$ cat src/adder_bk_pkg.sv
package adder_bk_pkg;

    // Operand width of the adder
    localparam int ADDER_WIDTH = 32;

    // Propagate/generate vectors carry the carry-in at position 0
    localparam int PG_WIDTH = ADDER_WIDTH + 1;

    // Up-sweep depth of the prefix tree, spans 2 up to the largest power of two that fits
    localparam int PG_LEVELS = $clog2(PG_WIDTH + 1) - 1;

    typedef enum logic [1:0] {
        OP_ADD  = 2'b00,
        OP_ADDC = 2'b01,
        OP_SUB  = 2'b10,
        OP_SUBB = 2'b11
    } alu_op_e;

endpackage

$ cat src/pg_stage_if.sv
`timescale 1ns/100ps

interface pg_stage_if;

    logic                               valid;
    logic [adder_bk_pkg::PG_WIDTH-1:0]  p;
    logic [adder_bk_pkg::PG_WIDTH-1:0]  g;
    // Sign of a and of the effective (possibly inverted) b
    logic                               a_msb;
    logic                               b_msb;

    modport producer (
        output valid,
        output p,
        output g,
        output a_msb,
        output b_msb
    );

    modport consumer (
        input  valid,
        input  p,
        input  g,
        input  a_msb,
        input  b_msb
    );

endinterface

$ cat src/operand_prep.sv
`timescale 1ns/100ps

module operand_prep (
    input  logic                                i_clk,
    input  logic                                i_rst_n,
    input  logic                                i_valid,
    input  adder_bk_pkg::alu_op_e               i_op,
    input  logic [adder_bk_pkg::ADDER_WIDTH-1:0] i_a,
    input  logic [adder_bk_pkg::ADDER_WIDTH-1:0] i_b,
    input  logic                                i_cin,
    pg_stage_if.producer                        o_pg
);

    logic [adder_bk_pkg::ADDER_WIDTH-1:0] b_eff;
    logic                                 cin_eff;
    logic [adder_bk_pkg::PG_WIDTH-1:0]    p_next;
    logic [adder_bk_pkg::PG_WIDTH-1:0]    g_next;

    // Subtraction is a + ~b + 1, borrow-in turns into an inverted carry-in
    always_comb begin
        b_eff   = i_b;
        cin_eff = 1'b0;
        case (i_op)
            adder_bk_pkg::OP_ADD: begin
                b_eff   = i_b;
                cin_eff = 1'b0;
            end
            adder_bk_pkg::OP_ADDC: begin
                b_eff   = i_b;
                cin_eff = i_cin;
            end
            adder_bk_pkg::OP_SUB: begin
                b_eff   = ~i_b;
                cin_eff = 1'b1;
            end
            adder_bk_pkg::OP_SUBB: begin
                b_eff   = ~i_b;
                cin_eff = ~i_cin;
            end
            default: begin
                b_eff   = i_b;
                cin_eff = 1'b0;
            end
        endcase
    end

    // Carry-in enters as a generate with no propagate at position 0
    assign p_next = {i_a ^ b_eff, 1'b0};
    assign g_next = {i_a & b_eff, cin_eff};

    always_ff @(posedge i_clk or negedge i_rst_n) begin
        if (!i_rst_n) begin
            o_pg.valid <= 1'b0;
            o_pg.p     <= '0;
            o_pg.g     <= '0;
            o_pg.a_msb <= 1'b0;
            o_pg.b_msb <= 1'b0;
        end else begin
            o_pg.valid <= i_valid;
            o_pg.p     <= p_next;
            o_pg.g     <= g_next;
            o_pg.a_msb <= i_a[adder_bk_pkg::ADDER_WIDTH-1];
            o_pg.b_msb <= b_eff[adder_bk_pkg::ADDER_WIDTH-1];
        end
    end

endmodule

$ cat src/brent_kung_group_pg.sv
`timescale 1ns/100ps

module brent_kung_group_pg (
    input  logic [adder_bk_pkg::PG_WIDTH-1:0] i_p,
    input  logic [adder_bk_pkg::PG_WIDTH-1:0] i_g,
    output logic [adder_bk_pkg::PG_WIDTH-1:0] o_gg,
    output logic [adder_bk_pkg::PG_WIDTH-1:0] o_pp
);

    // Up-sweep
    // Level k combines blocks of span 2**k ending at positions i with (i+1) a multiple of 2**k
    for (genvar k = 0; k <= adder_bk_pkg::PG_LEVELS; k++) begin : g_up
        logic [adder_bk_pkg::PG_WIDTH-1:0] g;
        logic [adder_bk_pkg::PG_WIDTH-1:0] p;

        if (k == 0) begin : g_leaf
            assign g = i_g;
            assign p = i_p;
        end else begin : g_node
            for (genvar i = 0; i < adder_bk_pkg::PG_WIDTH; i++) begin : g_bit
                if (((i + 1) % (1 << k)) == 0) begin : g_black
                    assign g[i] = g_up[k-1].g[i]
                                | (g_up[k-1].p[i] & g_up[k-1].g[i - (1 << (k - 1))]);
                    assign p[i] = g_up[k-1].p[i] & g_up[k-1].p[i - (1 << (k - 1))];
                end else begin : g_pass
                    assign g[i] = g_up[k-1].g[i];
                    assign p[i] = g_up[k-1].p[i];
                end
            end
        end
    end

    // Down-sweep
    // Fill in the positions halfway between finished prefixes, widest span first
    for (genvar d = 0; d < adder_bk_pkg::PG_LEVELS; d++) begin : g_dn
        logic [adder_bk_pkg::PG_WIDTH-1:0] g;

        if (d == 0) begin : g_root
            assign g = g_up[adder_bk_pkg::PG_LEVELS].g;
        end else begin : g_node
            for (genvar i = 0; i < adder_bk_pkg::PG_WIDTH; i++) begin : g_bit
                if ((((i + 1) % (1 << (adder_bk_pkg::PG_LEVELS - d)))
                        == (1 << (adder_bk_pkg::PG_LEVELS - d - 1)))
                        && (i >= (1 << (adder_bk_pkg::PG_LEVELS - d)))) begin : g_gray
                    // Block propagate from the up-sweep, prefix below it already known
                    assign g[i] = g_dn[d-1].g[i]
                                | (g_up[adder_bk_pkg::PG_LEVELS].p[i]
                                   & g_dn[d-1].g[i - (1 << (adder_bk_pkg::PG_LEVELS - d - 1))]);
                end else begin : g_pass
                    assign g[i] = g_dn[d-1].g[i];
                end
            end
        end
    end

    // Every position now holds the group generate from position 0
    assign o_gg = g_dn[adder_bk_pkg::PG_LEVELS-1].g;

    // Block propagate of each tree node, position 0 passes straight through
    assign o_pp = g_up[adder_bk_pkg::PG_LEVELS].p;

endmodule

$ cat src/sum_flags_stage.sv
`timescale 1ns/100ps

module sum_flags_stage (
    input  logic                                 i_clk,
    input  logic                                 i_rst_n,
    pg_stage_if.consumer                         i_pg,
    output logic                                 o_valid,
    output logic [adder_bk_pkg::ADDER_WIDTH-1:0] o_sum,
    output logic                                 o_carry,
    output logic                                 o_overflow,
    output logic                                 o_zero
);

    logic [adder_bk_pkg::PG_WIDTH-1:0]    carry;
    logic [adder_bk_pkg::ADDER_WIDTH-1:0] sum_next;
    logic                                 overflow_next;

    brent_kung_group_pg brent_kung_group_pg_inst (
        .i_p  (i_pg.p),
        .i_g  (i_pg.g),
        .o_gg (carry),
        .o_pp ()
    );

    // carry[i] is the carry into operand bit i, propagate for bit i sits at i+1
    assign sum_next = i_pg.p[adder_bk_pkg::PG_WIDTH-1:1] ^ carry[adder_bk_pkg::ADDER_WIDTH-1:0];

    // Same as carry into msb xor carry out
    assign overflow_next = (i_pg.a_msb ~^ i_pg.b_msb)
                         & (sum_next[adder_bk_pkg::ADDER_WIDTH-1] ^ i_pg.a_msb);

    always_ff @(posedge i_clk or negedge i_rst_n) begin
        if (!i_rst_n) begin
            o_valid    <= 1'b0;
            o_sum      <= '0;
            o_carry    <= 1'b0;
            o_overflow <= 1'b0;
            o_zero     <= 1'b0;
        end else begin
            o_valid    <= i_pg.valid;
            o_sum      <= sum_next;
            // Raw carry out, after subtraction 1 means no borrow
            o_carry    <= carry[adder_bk_pkg::ADDER_WIDTH];
            o_overflow <= overflow_next;
            o_zero     <= ~|sum_next;
        end
    end

endmodule

$ cat src/adder_bk_top.sv
`timescale 1ns/100ps

module adder_bk_top (
    input  logic                                 i_clk,
    input  logic                                 i_rst_n,
    input  logic                                 i_valid,
    input  adder_bk_pkg::alu_op_e                i_op,
    input  logic [adder_bk_pkg::ADDER_WIDTH-1:0] i_a,
    input  logic [adder_bk_pkg::ADDER_WIDTH-1:0] i_b,
    input  logic                                 i_cin,
    output logic                                 o_valid,
    output logic [adder_bk_pkg::ADDER_WIDTH-1:0] o_sum,
    output logic                                 o_carry,
    output logic                                 o_overflow,
    output logic                                 o_zero
);

    // Registered slot between the two pipeline stages
    pg_stage_if pg_stage ();

    operand_prep operand_prep_inst (
        .i_clk   (i_clk),
        .i_rst_n (i_rst_n),
        .i_valid (i_valid),
        .i_op    (i_op),
        .i_a     (i_a),
        .i_b     (i_b),
        .i_cin   (i_cin),
        .o_pg    (pg_stage.producer)
    );

    sum_flags_stage sum_flags_stage_inst (
        .i_clk      (i_clk),
        .i_rst_n    (i_rst_n),
        .i_pg       (pg_stage.consumer),
        .o_valid    (o_valid),
        .o_sum      (o_sum),
        .o_carry    (o_carry),
        .o_overflow (o_overflow),
        .o_zero     (o_zero)
    );

endmodule

$ cat config.mk
export PLATFORM = sky130hd
export DESIGN_NAME = adder_bk_top
export DESIGN_NICKNAME = d
export VERILOG_FILES = /design/src/adder_bk_pkg.sv /design/src/pg_stage_if.sv /design/src/operand_prep.sv /design/src/brent_kung_group_pg.sv /design/src/sum_flags_stage.sv /design/src/adder_bk_top.sv
export SDC_FILE = /design/constraint.sdc
export NUM_CORES = 1
export LEC_CHECK = 0
export ABC_AREA = 1
export BUFFER_PORTS_ARGS = -buffer_cell sky130_fd_sc_hd__buf_2
export CORE_MARGIN = 4
export CORE_UTILIZATION = 45
export CTS_CLUSTER_DIAMETER = 80
export DETAILED_ROUTE_END_ITERATION = 16
export GPL_ROUTABILITY_DRIVEN = 0
export HOLD_SLACK_MARGIN = 0.08
export PLACE_DENSITY = 0.73
export SYNTH_ARGS = -nofsm -noshare
export SYNTH_HDL_FRONTEND = slang
export SYNTH_SLANG_ARGS = --single-unit
$ cat constraint.sdc
create_clock -name i_clk -period 2.2 [get_ports i_clk]
set_input_delay 0.22 -clock i_clk [delete_from_list [all_inputs] [get_ports i_clk]]
set_output_delay 0.22 -clock i_clk [all_outputs]
set_load 0.01 [all_outputs]
==> Word-level counts from Yosys, hierarchy flattened <==
Index checks and enable logic that the tools add are counted.
Widths: inputs -> output; s select.
{ "classes": {"n_eq_ne": 3, "n_mux": 2, "bitwise_logic": 150, "n_reduce_logical": 5} }
{ "ops": {"columns": ["cell", "n"], "rows": [
  ["$and 1x1->1", 85],
  ["$pmux 32 s2", 1],
  ["$xor 32x32->32", 2],
  ["$or 1x1->1", 58],
  ["$and 32x32->32", 1],
  ["$not 32->32", 1],
  ["$reduce_or 32->1", 1],
  ["$eq 2x2->1 const B", 2],
  ["$pmux 1 s4", 1],
  ["$reduce_or 2->1", 2],
  ["$eq 2x1->1 const B", 1],
  ["$logic_not 2->1", 1],
  ["$logic_not 1->1", 1],
  ["$not 1->1", 1],
  ["$xnor 1x1->1", 1],
  ["$xor 1x1->1", 1]
]} }
{ "totals": {"regBits": 104, "out_inout_bits": 36, "wordCells": 170} }

==> Logic depth before layout (Yosys ltp) <==
Gate-level depths: netlist (run 1).
{ "logic_depth": {"word_depth": 19, "depth_mapped": 22, "mapped_depth_nobuf": 22} }

==> Hierarchy <==
A second synthesis (run 1) with hierarchy kept.
{ "hier_totals": {"hier_cells": 496, "hier_area_um2": 4909.7} }
{ "by_module_without_submodules": {"columns": ["mod", "instances", "cells_each", "area_each_um2", "seq_area_each_um2"], "rows": [
  ["operand_prep", 1, 144, 2488.6, 1701.6],
  ["sum_flags_stage", 1, 198, 1531.5, 900.9],
  ["brent_kung_group_pg", 1, 154, 889.6, 0.0]
]} }

==> Least setup slack after synthesis (run 1) <==
OpenSTA, ideal clock, no wires.
{ "synth_path": {"path_type": "flip-flop to flip-flop", "startpoint": "reg operand_prep_inst.o_pg.g[0]", "endpoint": "reg sum_flags_stage_inst.o_zero", "setup_time_ns": 0.072, "t_arrival_ns": 2.189, "required_time_ns": 2.128, "path_slack_ns": -0.060, "stages_incl_launch_ff": 23, "n_path_buf": 0, "path_cell_list": "dfrtp_1 > ha_1 > inv_1 > nand2_4 > nand2_2 > nand2_2 > nand2_4 > nand2_4 > nand2_2 > nand2_4 > nand2_4 > nand2_4 > nand2_2 > nand2_2 > nand2_1 > nand2_1 > ha_1 > nor2_1 > xor2_1 > nand4_1 > nor3_1 > nand2_1 > nor2_1"} }
{ "synth_via": {"elab_chain_len": 19, "elab_cells_between_ends": 65, "cone_classes": "bitwise (63); reduce/logical (2)"} }
{ "synth_lines": {"columns": ["item", "line", "rtl"], "rows": [
  ["from (decl)", "pg_stage_if.sv:15", "output g,"],
  ["from (signal assigned)", "operand_prep.sv:61", "o_pg.g <= g_next;"],
  ["$and 1x1->1", "brent_kung_group_pg.sv:23", "| (g_up[k-1].p[i] & g_up[k-1].g[i - (1 << (k - 1))]);"],
  ["$or 1x1->1", "brent_kung_group_pg.sv:23", null],
  ["$and 1x1->1", "brent_kung_group_pg.sv:23", null],
  ["$or 1x1->1", "brent_kung_group_pg.sv:23", null],
  ["$and 1x1->1", "brent_kung_group_pg.sv:23", null],
  ["$or 1x1->1", "brent_kung_group_pg.sv:23", null],
  ["$and 1x1->1", "brent_kung_group_pg.sv:23", null],
  ["$or 1x1->1", "brent_kung_group_pg.sv:23", null],
  ["[3 not listed]", null, null],
  ["$or 1x1->1", "brent_kung_group_pg.sv:47", "| (g_up[adder_bk_pkg::PG_LEVELS].p[i]"],
  ["$and 1x1->1", "brent_kung_group_pg.sv:48", "& g_dn[d-1].g[i - (1 << (adder_bk_pkg::PG_LEVELS - d - 1))]);"],
  ["$or 1x1->1", "brent_kung_group_pg.sv:47", null],
  ["$and 1x1->1", "brent_kung_group_pg.sv:48", null],
  ["$or 1x1->1", "brent_kung_group_pg.sv:47", null],
  ["$xor 32x32->32 (*)", "sum_flags_stage.sv:26", "assign sum_next = i_pg.p[adder_bk_pkg::PG_WIDTH-1:1] ^ carry[adder_bk_pkg::ADDER_WIDTH-1:0];"],
  ["$reduce_or 32->1 (*)", "sum_flags_stage.sv:45", "o_zero <= ~|sum_next;"],
  ["$logic_not 1->1 (*)", "sum_flags_stage.sv:45", null],
  ["to (signal assigned)", "sum_flags_stage.sv:45", null],
  ["to (decl)", "sum_flags_stage.sv:11", "output logic o_zero"]
]} }
Mark *: on every way between the ends. The rest lies on a longest branch, timed or not.

==> Worst setup path in the final report (run 1) <==
{ "layout_path": {"startpoint": "reg operand_prep_inst.o_pg.p[1]", "endpoint": "reg sum_flags_stage_inst.o_zero"} }
{ "layout_via": {"elab_cells_between_ends": 65, "cone_classes": "bitwise (63); reduce/logical (2)"} }
{ "layout_lines": {"columns": ["item", "line", "rtl"], "rows": [
  ["from (decl)", "pg_stage_if.sv:14", "output p,"],
  ["from (signal assigned)", "operand_prep.sv:60", "o_pg.p <= p_next;"],
  ["$and 1x1->1", "brent_kung_group_pg.sv:23", null],
  ["$or 1x1->1", "brent_kung_group_pg.sv:23", null],
  ["$and 1x1->1", "brent_kung_group_pg.sv:23", null],
  ["$or 1x1->1", "brent_kung_group_pg.sv:23", null],
  ["$and 1x1->1", "brent_kung_group_pg.sv:23", null],
  ["$or 1x1->1", "brent_kung_group_pg.sv:23", null],
  ["$and 1x1->1", "brent_kung_group_pg.sv:23", null],
  ["$or 1x1->1", "brent_kung_group_pg.sv:23", null],
  ["[2 not listed]", null, null],
  ["$and 1x1->1", "brent_kung_group_pg.sv:48", null],
  ["$or 1x1->1", "brent_kung_group_pg.sv:47", null],
  ["$and 1x1->1", "brent_kung_group_pg.sv:48", null],
  ["$or 1x1->1", "brent_kung_group_pg.sv:47", null],
  ["$xor 32x32->32", "sum_flags_stage.sv:26", null],
  ["net sum_flags_stage_inst.sum_next, one bit", "sum_flags_stage.sv:15", "logic [adder_bk_pkg::ADDER_WIDTH-1:0] sum_next;"],
  ["$reduce_or 32->1", "sum_flags_stage.sv:45", null],
  ["$logic_not 1->1", "sum_flags_stage.sv:45", null]
]} }
The timed path passes the listed nets, and every way through them passes these cells.

==> results.toml, run 1 <==
[yosys]
synth-seq-area-share = 0.594
synth_top_cell_by_area = "sky130_fd_sc_hd__dfrtp_1"
synth_cells = 345
ys_warn_count = 0
synth.mux.area_fraction = 0
mappedNetlistNets = 464
yosysTopAreaCellShare = 0.594
ys_seq_elements = 104
adder_cell_share_of_the_synthesized_area = 0.140
synth_simple_gate_area_share = 0.111
synth_top_family_by_area = "adder cells"
synth.avg_cell_area_um2 = 12.7
synthTopCellsByArea = "sky130_fd_sc_hd__dfrtp_1 (59%), sky130_fd_sc_hd__ha_1 (14%), sky130_fd_sc_hd__xor2_1 (8.4%)"
synth-xor-area-share = 0.0959
yosys.cell_types.count = 30
synth.cell_area_um2 = 4380
compound_gate_portion_of_the_synthesized_area = 0.0331

[worst_setup_path]
timing.critical_path.to = "sum_flags_stage_inst.o_zero"
critical_path.startpoint_type = "flop"
worstReg2RegEnd = "sum_flags_stage_inst.o_zero"
timing_worst_setup_path_type = "flop to flop"
critical_path.reg2reg.startpoint = "operand_prep_inst.o_pg.p[1]"
worstPathCellList = "ha_2 -> inv_2 -> nand2_4 -> nand2_2 -> nand2_2 -> nand2_4 -> nand2_4 -> nand2_2 -> nand2_4 -> nand2_4 -> nand2_4 -> nand2_2 -> nand2_2 -> nand2_1 -> nand2_1 -> ha_2 -> nor3_1 -> nand3_1 -> nor3_2 -> nand2_1 -> nor2_1"
cp_common_cell = "sky130_fd_sc_hd__nand2_4"
rrSetupSlack_ns = -0.23
r2r.worst_path.cells = 21
endpoint_kind = "flop"
critPathLaunch = "operand_prep_inst.o_pg.p[1]"
slowest_delay_ns = 0.38
critPathRequiredTime_ns = 2.50
timing.critical_path.fanout_max = 4
critPathArrivalTime_ns = 2.73
slowest_stage = "sky130_fd_sc_hd__dfrtp_1"

[global_route]
grt_start_max_net_pins = 48
grt_antenna_before_repair = 0
use_met1 = 0.189
global_route_wire_length_before_repair_um = 14200
grt_util_met3 = 0.0458
busiest_layer = "met2"
global_route.overflow_total = 0
first_global_vias = 3070
groute.usage.overall = 0.160
global_route.usage.met2 = 0.288

[placed_design]
place_worst_setup_slack_ns = -0.298
place.port_buffers = 105
detailedPlacementHpwl_um = 6550
postPlaceCellArea_um2 = 5270

[sta]
timing.final.setup_violations = 1
share_of_the_clock_period_used_by_the_worst_path = 1.11
achievable-frequency_mhz = 411
max_slew_violation_count = 0
final.setup.worst_slack_ns = -0.235
fin_hold_ws_ns = 0.0971
rsz0062_at_grt = "yes"
number_of_hold_violations_in_the_final_report = 0
timing.max_slew.rel_slack = 0.691
timing.clock.skew_ns = 0.00602
layout_min_cycle_time_ns = 2.43
worst-slew-pin-transition_ns = 0.463

[run_status]
violations = "setup timing"
status = "finished, violations left"

[cells_and_area]
fillerInstances = 772
multiInputGateArea_um2 = 1720
layout.area.seq_um2 = 2600
layout.cell_area.non_filler_um2 = 5770
design.final.nets = 626
antenna_cells = 0
area_growth_from_synthesis_to_layout_pct = 31.6
final_cell_mix = "sky130_fd_sc_hd__buf_2 (104), sky130_fd_sc_hd__dfrtp_1 (104), sky130_fd_sc_hd__ha_1 (45), sky130_fd_sc_hd__xor2_1 (41), sky130_fd_sc_hd__nand2_1 (31)"
layout-drive-gt1-share = 0.356
finalCoreUtilization = 0.616

[floorplan]
start_util = 0.468
die_h_um = 107
core_area_um2 = 9370
design.die.area_um2 = 11400
fp.dieW_um = 107
floorplan.rows = 35
floorplan.io_pins = 106

[power_and_ir_drop]
pwr-share-seq = 0.498
net-switching-power_mw = 1.46
power_report.internal_total_mw = 3.40
power_mw = 4.86
power_density_nw_per_um2 = 842
share_comb_of_total_power = 0.263
sw_share = 0.301
power.leakage_nw = 2.96
irDropWorstVdd_v = 0.000438
power_frac_clock = 0.240

[drt]
drt_iter0_markers = 61
via_per_inst = 4.55
routedWlPerCell_um = 13.3
post-route-drc-count = 0
drt_pass1_iterations = 4
wirelength_um = 8510
routed-via-count = 2914
drtAntennaViolNets = 0

[clock_tree]
cts_sinks = 104
cts_buffers = 9
cts_htree_levels = 3
clk_transition_reported_paths_ns = 0.09
clk-insertion-delay-late_ns = 0.36
cts_tree = "yes"
clock_path_buffers = 2
ctsRootBufferMaster = "sky130_fd_sc_hd__clkbuf_8"

[worst_hold_path]
worstHoldStart = "i_a[8]"
hold_path_class = "input port to flop"

[flow_run]
drv.max_cap_violation_count = 0
worst max-delay path: cells and delay by family, from the launching register on:
| family | cells | cell delay, ns |
|---|---|---|
| and+or+nand+nor | 18 | 1.49 |
| adders and majority gates | 2 | 0.45 |
| DFF | 1 | 0.38 |
| buffers and inverters | 1 | 0.06 |
power by group through the flow:
stage	Clock (mW)	Combinational, mW	Sequential, mW
6_report	1.16	1.28	2.42
5_1_grt	1.29	1.42	2.46
4_1_cts	1.20	1.28	2.42
3_5_place_dp	0	1.23	2.46
3_3_place_gp	0	1.20	2.45
2_1_floorplan	0	0.513	2.53
per-stage QoR:
step                std cells  TNS (ns)
finish                    640    -0.235
global placement          599    -0.243
CTS                       638    -0.262
global route              640    -0.507
detailed placement        599    -0.338
floorplan                 345         0
state kept, by name (all words and copies together), names as in the netlist:
register,flops
operand_prep_inst.o_pg.valid,1
operand_prep_inst.o_pg.g,33
sum_flags_stage_inst.o_sum,32
sum_flags_stage_inst.o_zero,1
operand_prep_inst.o_pg.a_msb,1
operand_prep_inst.o_pg.b_msb,1
sum_flags_stage_inst.o_valid,1
operand_prep_inst.o_pg.p,32
sum_flags_stage_inst.o_carry,1
sum_flags_stage_inst.o_overflow,1
routing by layer:
layer | part of all wire | wire length, um | vias up
li1 | - | - | 1442
met1 | 0.42 | 3540 | 1397
met2 | 0.52 | 4460 | 68
met3 | 0.048 | 410 | 7
met4 | 0.012 | 99 | 0
met5 | 0 | 0 | -
layout make-up:
type	instances	share of cell area
well taps	129	0.0280
flip-flops and latches	104	0.451
multi-input cells	211	0.298
clock inverters	5	0.00998
clock buffers	10	0.0239
repair buffers	155	0.172
inverters	26	0.0169
worst min-delay path by stage:
stage / endpoint / cells past startpoint
global placement: operand_prep_inst.o_pg.g[29] / 1
detailed placement: operand_prep_inst.o_pg.p[29] / 1
CTS: operand_prep_inst.o_pg.p[27] / 2
global route: operand_prep_inst.o_pg.g[27] / 2
floorplan: operand_prep_inst.o_pg.a_msb / 0
finish: operand_prep_inst.o_pg.p[9] / 2
cell families after synthesis:
family	Yosys count
xor gates and xnor gates	48
buffers and inverters	30
AOI/OAI and AO/OA	21
adders and majority gates	49
and+or+nand+nor	93
DFF	104
Yosys cell counts:
library cell,instances
sky130_fd_sc_hd__nand3_1,8
sky130_fd_sc_hd__a21o_1,2
sky130_fd_sc_hd__a31o_1,1
sky130_fd_sc_hd__ha_1,49
sky130_fd_sc_hd__a21oi_2,1
sky130_fd_sc_hd__nand2_1,32
sky130_fd_sc_hd__clkinv_1,1
sky130_fd_sc_hd__nor2_1,23
sky130_fd_sc_hd__buf_2,3
sky130_fd_sc_hd__nand2_2,7
sky130_fd_sc_hd__nor3_1,3
sky130_fd_sc_hd__nand3_4,1
sky130_fd_sc_hd__a21oi_4,1
sky130_fd_sc_hd__inv_2,1
sky130_fd_sc_hd__nand2_4,6
sky130_fd_sc_hd__dfrtp_1,104
sky130_fd_sc_hd__clkbuf_1,1
sky130_fd_sc_hd__nor2_2,1
sky130_fd_sc_hd__nor2_4,3
sky130_fd_sc_hd__xnor2_1,6
sky130_fd_sc_hd__a211oi_1,1
sky130_fd_sc_hd__or2_2,1
sky130_fd_sc_hd__nor4_1,4
sky130_fd_sc_hd__a31o_2,3
sky130_fd_sc_hd__xor2_1,42
sky130_fd_sc_hd__a21oi_1,11
sky130_fd_sc_hd__nand4_1,3
sky130_fd_sc_hd__o21bai_1,1
sky130_fd_sc_hd__inv_1,24
sky130_fd_sc_hd__or2_1,1
timing repair:
| item | 4_1_cts | 5_1_grt |
|---|---|---|
| endpoints found under the hold margin | 58 | 2 |
| pin swaps | 2 | 4 |
| resized for setup | 3 | 6 |
| buffers inserted | 0 | 0 |
| hold buffers | 24 | 2 |
| endpoints found under the setup margin | 2 | 5 |
Power figures use the tool's default switching activity.
==> inputs of run 2 (changes only) <==
Settings changed: MAX_ROUTING_LAYER from default to met4, PLACE_DENSITY 0.73 to 0.72.
Clock period 2.2 ns to 2.19 ns, I/O delays scaled along.
==> results.toml, run 2 (synthesized netlist as in run 1, its figures left out) <==
[drt]
post-route-drc-count = 0
routedWlPerCell_um = 13.9
via_per_inst = 4.55
routed-via-count = 2917
drtAntennaViolNets = 0
drt_pass1_iterations = 4
wirelength_um = 8930
drt_iter0_markers = 62

[flow_run]
drv.max_cap_violation_count = 0

[clock_tree]
clk_transition_reported_paths_ns = 0.10
cts_tree = "yes"
ctsRootBufferMaster = "sky130_fd_sc_hd__clkbuf_8"
cts_sinks = 104
cts_buffers = 9
clk-insertion-delay-late_ns = 0.36
cts_htree_levels = 3
clock_path_buffers = 2

[sta]
rsz0062_at_grt = "yes"
share_of_the_clock_period_used_by_the_worst_path = 1.10
worst-slew-pin-transition_ns = 0.436
number_of_hold_violations_in_the_final_report = 0
timing.clock.skew_ns = 0.0133
max_slew_violation_count = 0
timing.final.setup_violations = 2
layout_min_cycle_time_ns = 2.41
achievable-frequency_mhz = 414
final.setup.worst_slack_ns = -0.223
timing.max_slew.rel_slack = 0.709

[power_and_ir_drop]
power_report.internal_total_mw = 3.35
irDropWorstVdd_v = 0.000542
power_mw = 4.88
power_density_nw_per_um2 = 842
power.leakage_nw = 2.99
power_frac_clock = 0.214
share_comb_of_total_power = 0.287
net-switching-power_mw = 1.53
sw_share = 0.313
pwr-share-seq = 0.499

[floorplan]
floorplan.rows = 35
die_h_um = 107
start_util = 0.468
design.die.area_um2 = 11400
core_area_um2 = 9370
floorplan.io_pins = 106
fp.dieW_um = 107

[run_status]
status = "finished, violations left"
violations = "setup timing"

[global_route]
global_route.overflow_total = 0
first_global_vias = 3069
groute.usage.overall = 0.164
global_route_wire_length_before_repair_um = 14100
grt_antenna_before_repair = 0
grt_start_max_net_pins = 41

[worst_hold_path]
holdPathStages = 2
hold_path_class = "input port to flop"
hold-path-endpoint = "operand_prep_inst.o_pg.p[20]"
worstHoldStart = "i_a[19]"

[cells_and_area]
top_regs = "operand_prep_inst.o_pg.g x33, operand_prep_inst.o_pg.p x32, sum_flags_stage_inst.o_sum x32"
layout.cell_area.non_filler_um2 = 5790
area_growth_from_synthesis_to_layout_pct = 32.2
final_cell_mix = "sky130_fd_sc_hd__buf_2 (104), sky130_fd_sc_hd__dfrtp_1 (104), sky130_fd_sc_hd__ha_1 (43), sky130_fd_sc_hd__xor2_1 (40), sky130_fd_sc_hd__buf_4 (31)"
antenna_cells = 0
layout-drive-gt1-share = 0.389
largest_reg_flops = 33
design.final.nets = 627
registers.top_by_ff_count = "operand_prep_inst.o_pg.g"

[worst_setup_path]
timing_worst_setup_path_type = "flop to flop"
critical_path.reg2reg.startpoint = "operand_prep_inst.o_pg.p[1]"
critPathArrivalTime_ns = 2.71
crit_buf_inv = 2
worstPathCellList = "ha_2 -> inv_2 -> nand2_4 -> nand2_4 -> nand2_4 -> nand2_4 -> nand2_4 -> nand2_4 -> nand2_4 -> buf_4 -> a31o_2 -> ha_1 -> nor4_1 -> nand3_1 -> nor3_2 -> nand2_1 -> nor2_1"
timing.critical_path.fanout_max = 4
worstReg2RegEnd = "sum_flags_stage_inst.o_zero"
cp_common_cell = "sky130_fd_sc_hd__nand2_4"
critical_path.startpoint_type = "flop"
slowest_stage = "sky130_fd_sc_hd__dfrtp_1"
rrSetupSlack_ns = -0.22
r2r.worst_path.cells = 17
cpLargestDelayFamily = "simple AND/OR/NAND/NOR gates"
endpoint_kind = "flop"
slowest_delay_ns = 0.38
critPathRequiredTime_ns = 2.49

[placed_design]
postPlaceCellArea_um2 = 5310
detailedPlacementHpwl_um = 6690
place.port_buffers = 105
-- run 2: cell type report --
cell class | count | area [um^2]
multi-input cells | 211 | 1780
well taps | 129 | 161
repair buffers | 156 | 986
clock inverters | 5 | 41.3
flip-flops and latches | 104 | 2600
inverters | 26 | 100
fillers | 768 | 3580
clock buffers | 10 | 128
-- run 2: what timing repair did --
item	in CTS	in global routing
setup endpoints to repair	3	6
pin swaps	7	13
hold endpoints to repair	43	4
buffers inserted	0	5
resized for setup	4	22
hold buffers	14	3
-- run 2: how the worst max path moves through the flow --
stage | startpoint | end | cells after the start
after floorplan | operand_prep_inst.o_pg.p[1] | sum_flags_stage_inst.o_zero | 22
after global placement | operand_prep_inst.o_pg.p[1] | sum_flags_stage_inst.o_zero | 14
after detailed placement | operand_prep_inst.o_pg.p[1] | sum_flags_stage_inst.o_zero | 22
after CTS | operand_prep_inst.o_pg.p[1] | sum_flags_stage_inst.o_zero | 22
after global routing | operand_prep_inst.o_pg.p[1] | sum_flags_stage_inst.o_zero | 22
final | operand_prep_inst.o_pg.p[1] | sum_flags_stage_inst.o_zero | 17
-- run 2: metrics by stage --
step,hold WS [ns],util,TNS [ns],instances,setup WS [ns]
3_3_place_gp,0.181,0.566,-0.192,604,-0.192
4_1_cts,0.0802,0.602,-0.228,633,-0.228
6_report,0.0956,0.618,-0.366,641,-0.223
2_1_floorplan,-0.0766,-,-0.00290,345,-0.00290
5_1_grt,0.0829,0.618,-0.778,641,-0.376
3_5_place_dp,0.188,0.566,-0.317,604,-0.261
-- run 2: power groups by stage --
stage | Sequential (mW) | Clock, mW | Combinational [mW]
detailed placement | 2.46 | 0 | 1.27
global route | 2.47 | 1.15 | 1.55
global placement | 2.46 | 0 | 1.23
floorplan | 2.55 | 0 | 0.516
CTS | 2.43 | 1.08 | 1.32
finish | 2.43 | 1.04 | 1.40
-- run 2: routing by layer --
metal / wire, um / vias up / share of wire / track usage
li1: - / 1441 / - / -
met5: 0 / - / 0 / -
met4: 61 / 0 / 0.0068 / 0.0320
met1: 3900 / 1398 / 0.44 / 0.202
met3: 414 / 6 / 0.046 / 0.0403
met2: 4560 / 72 / 0.51 / 0.277
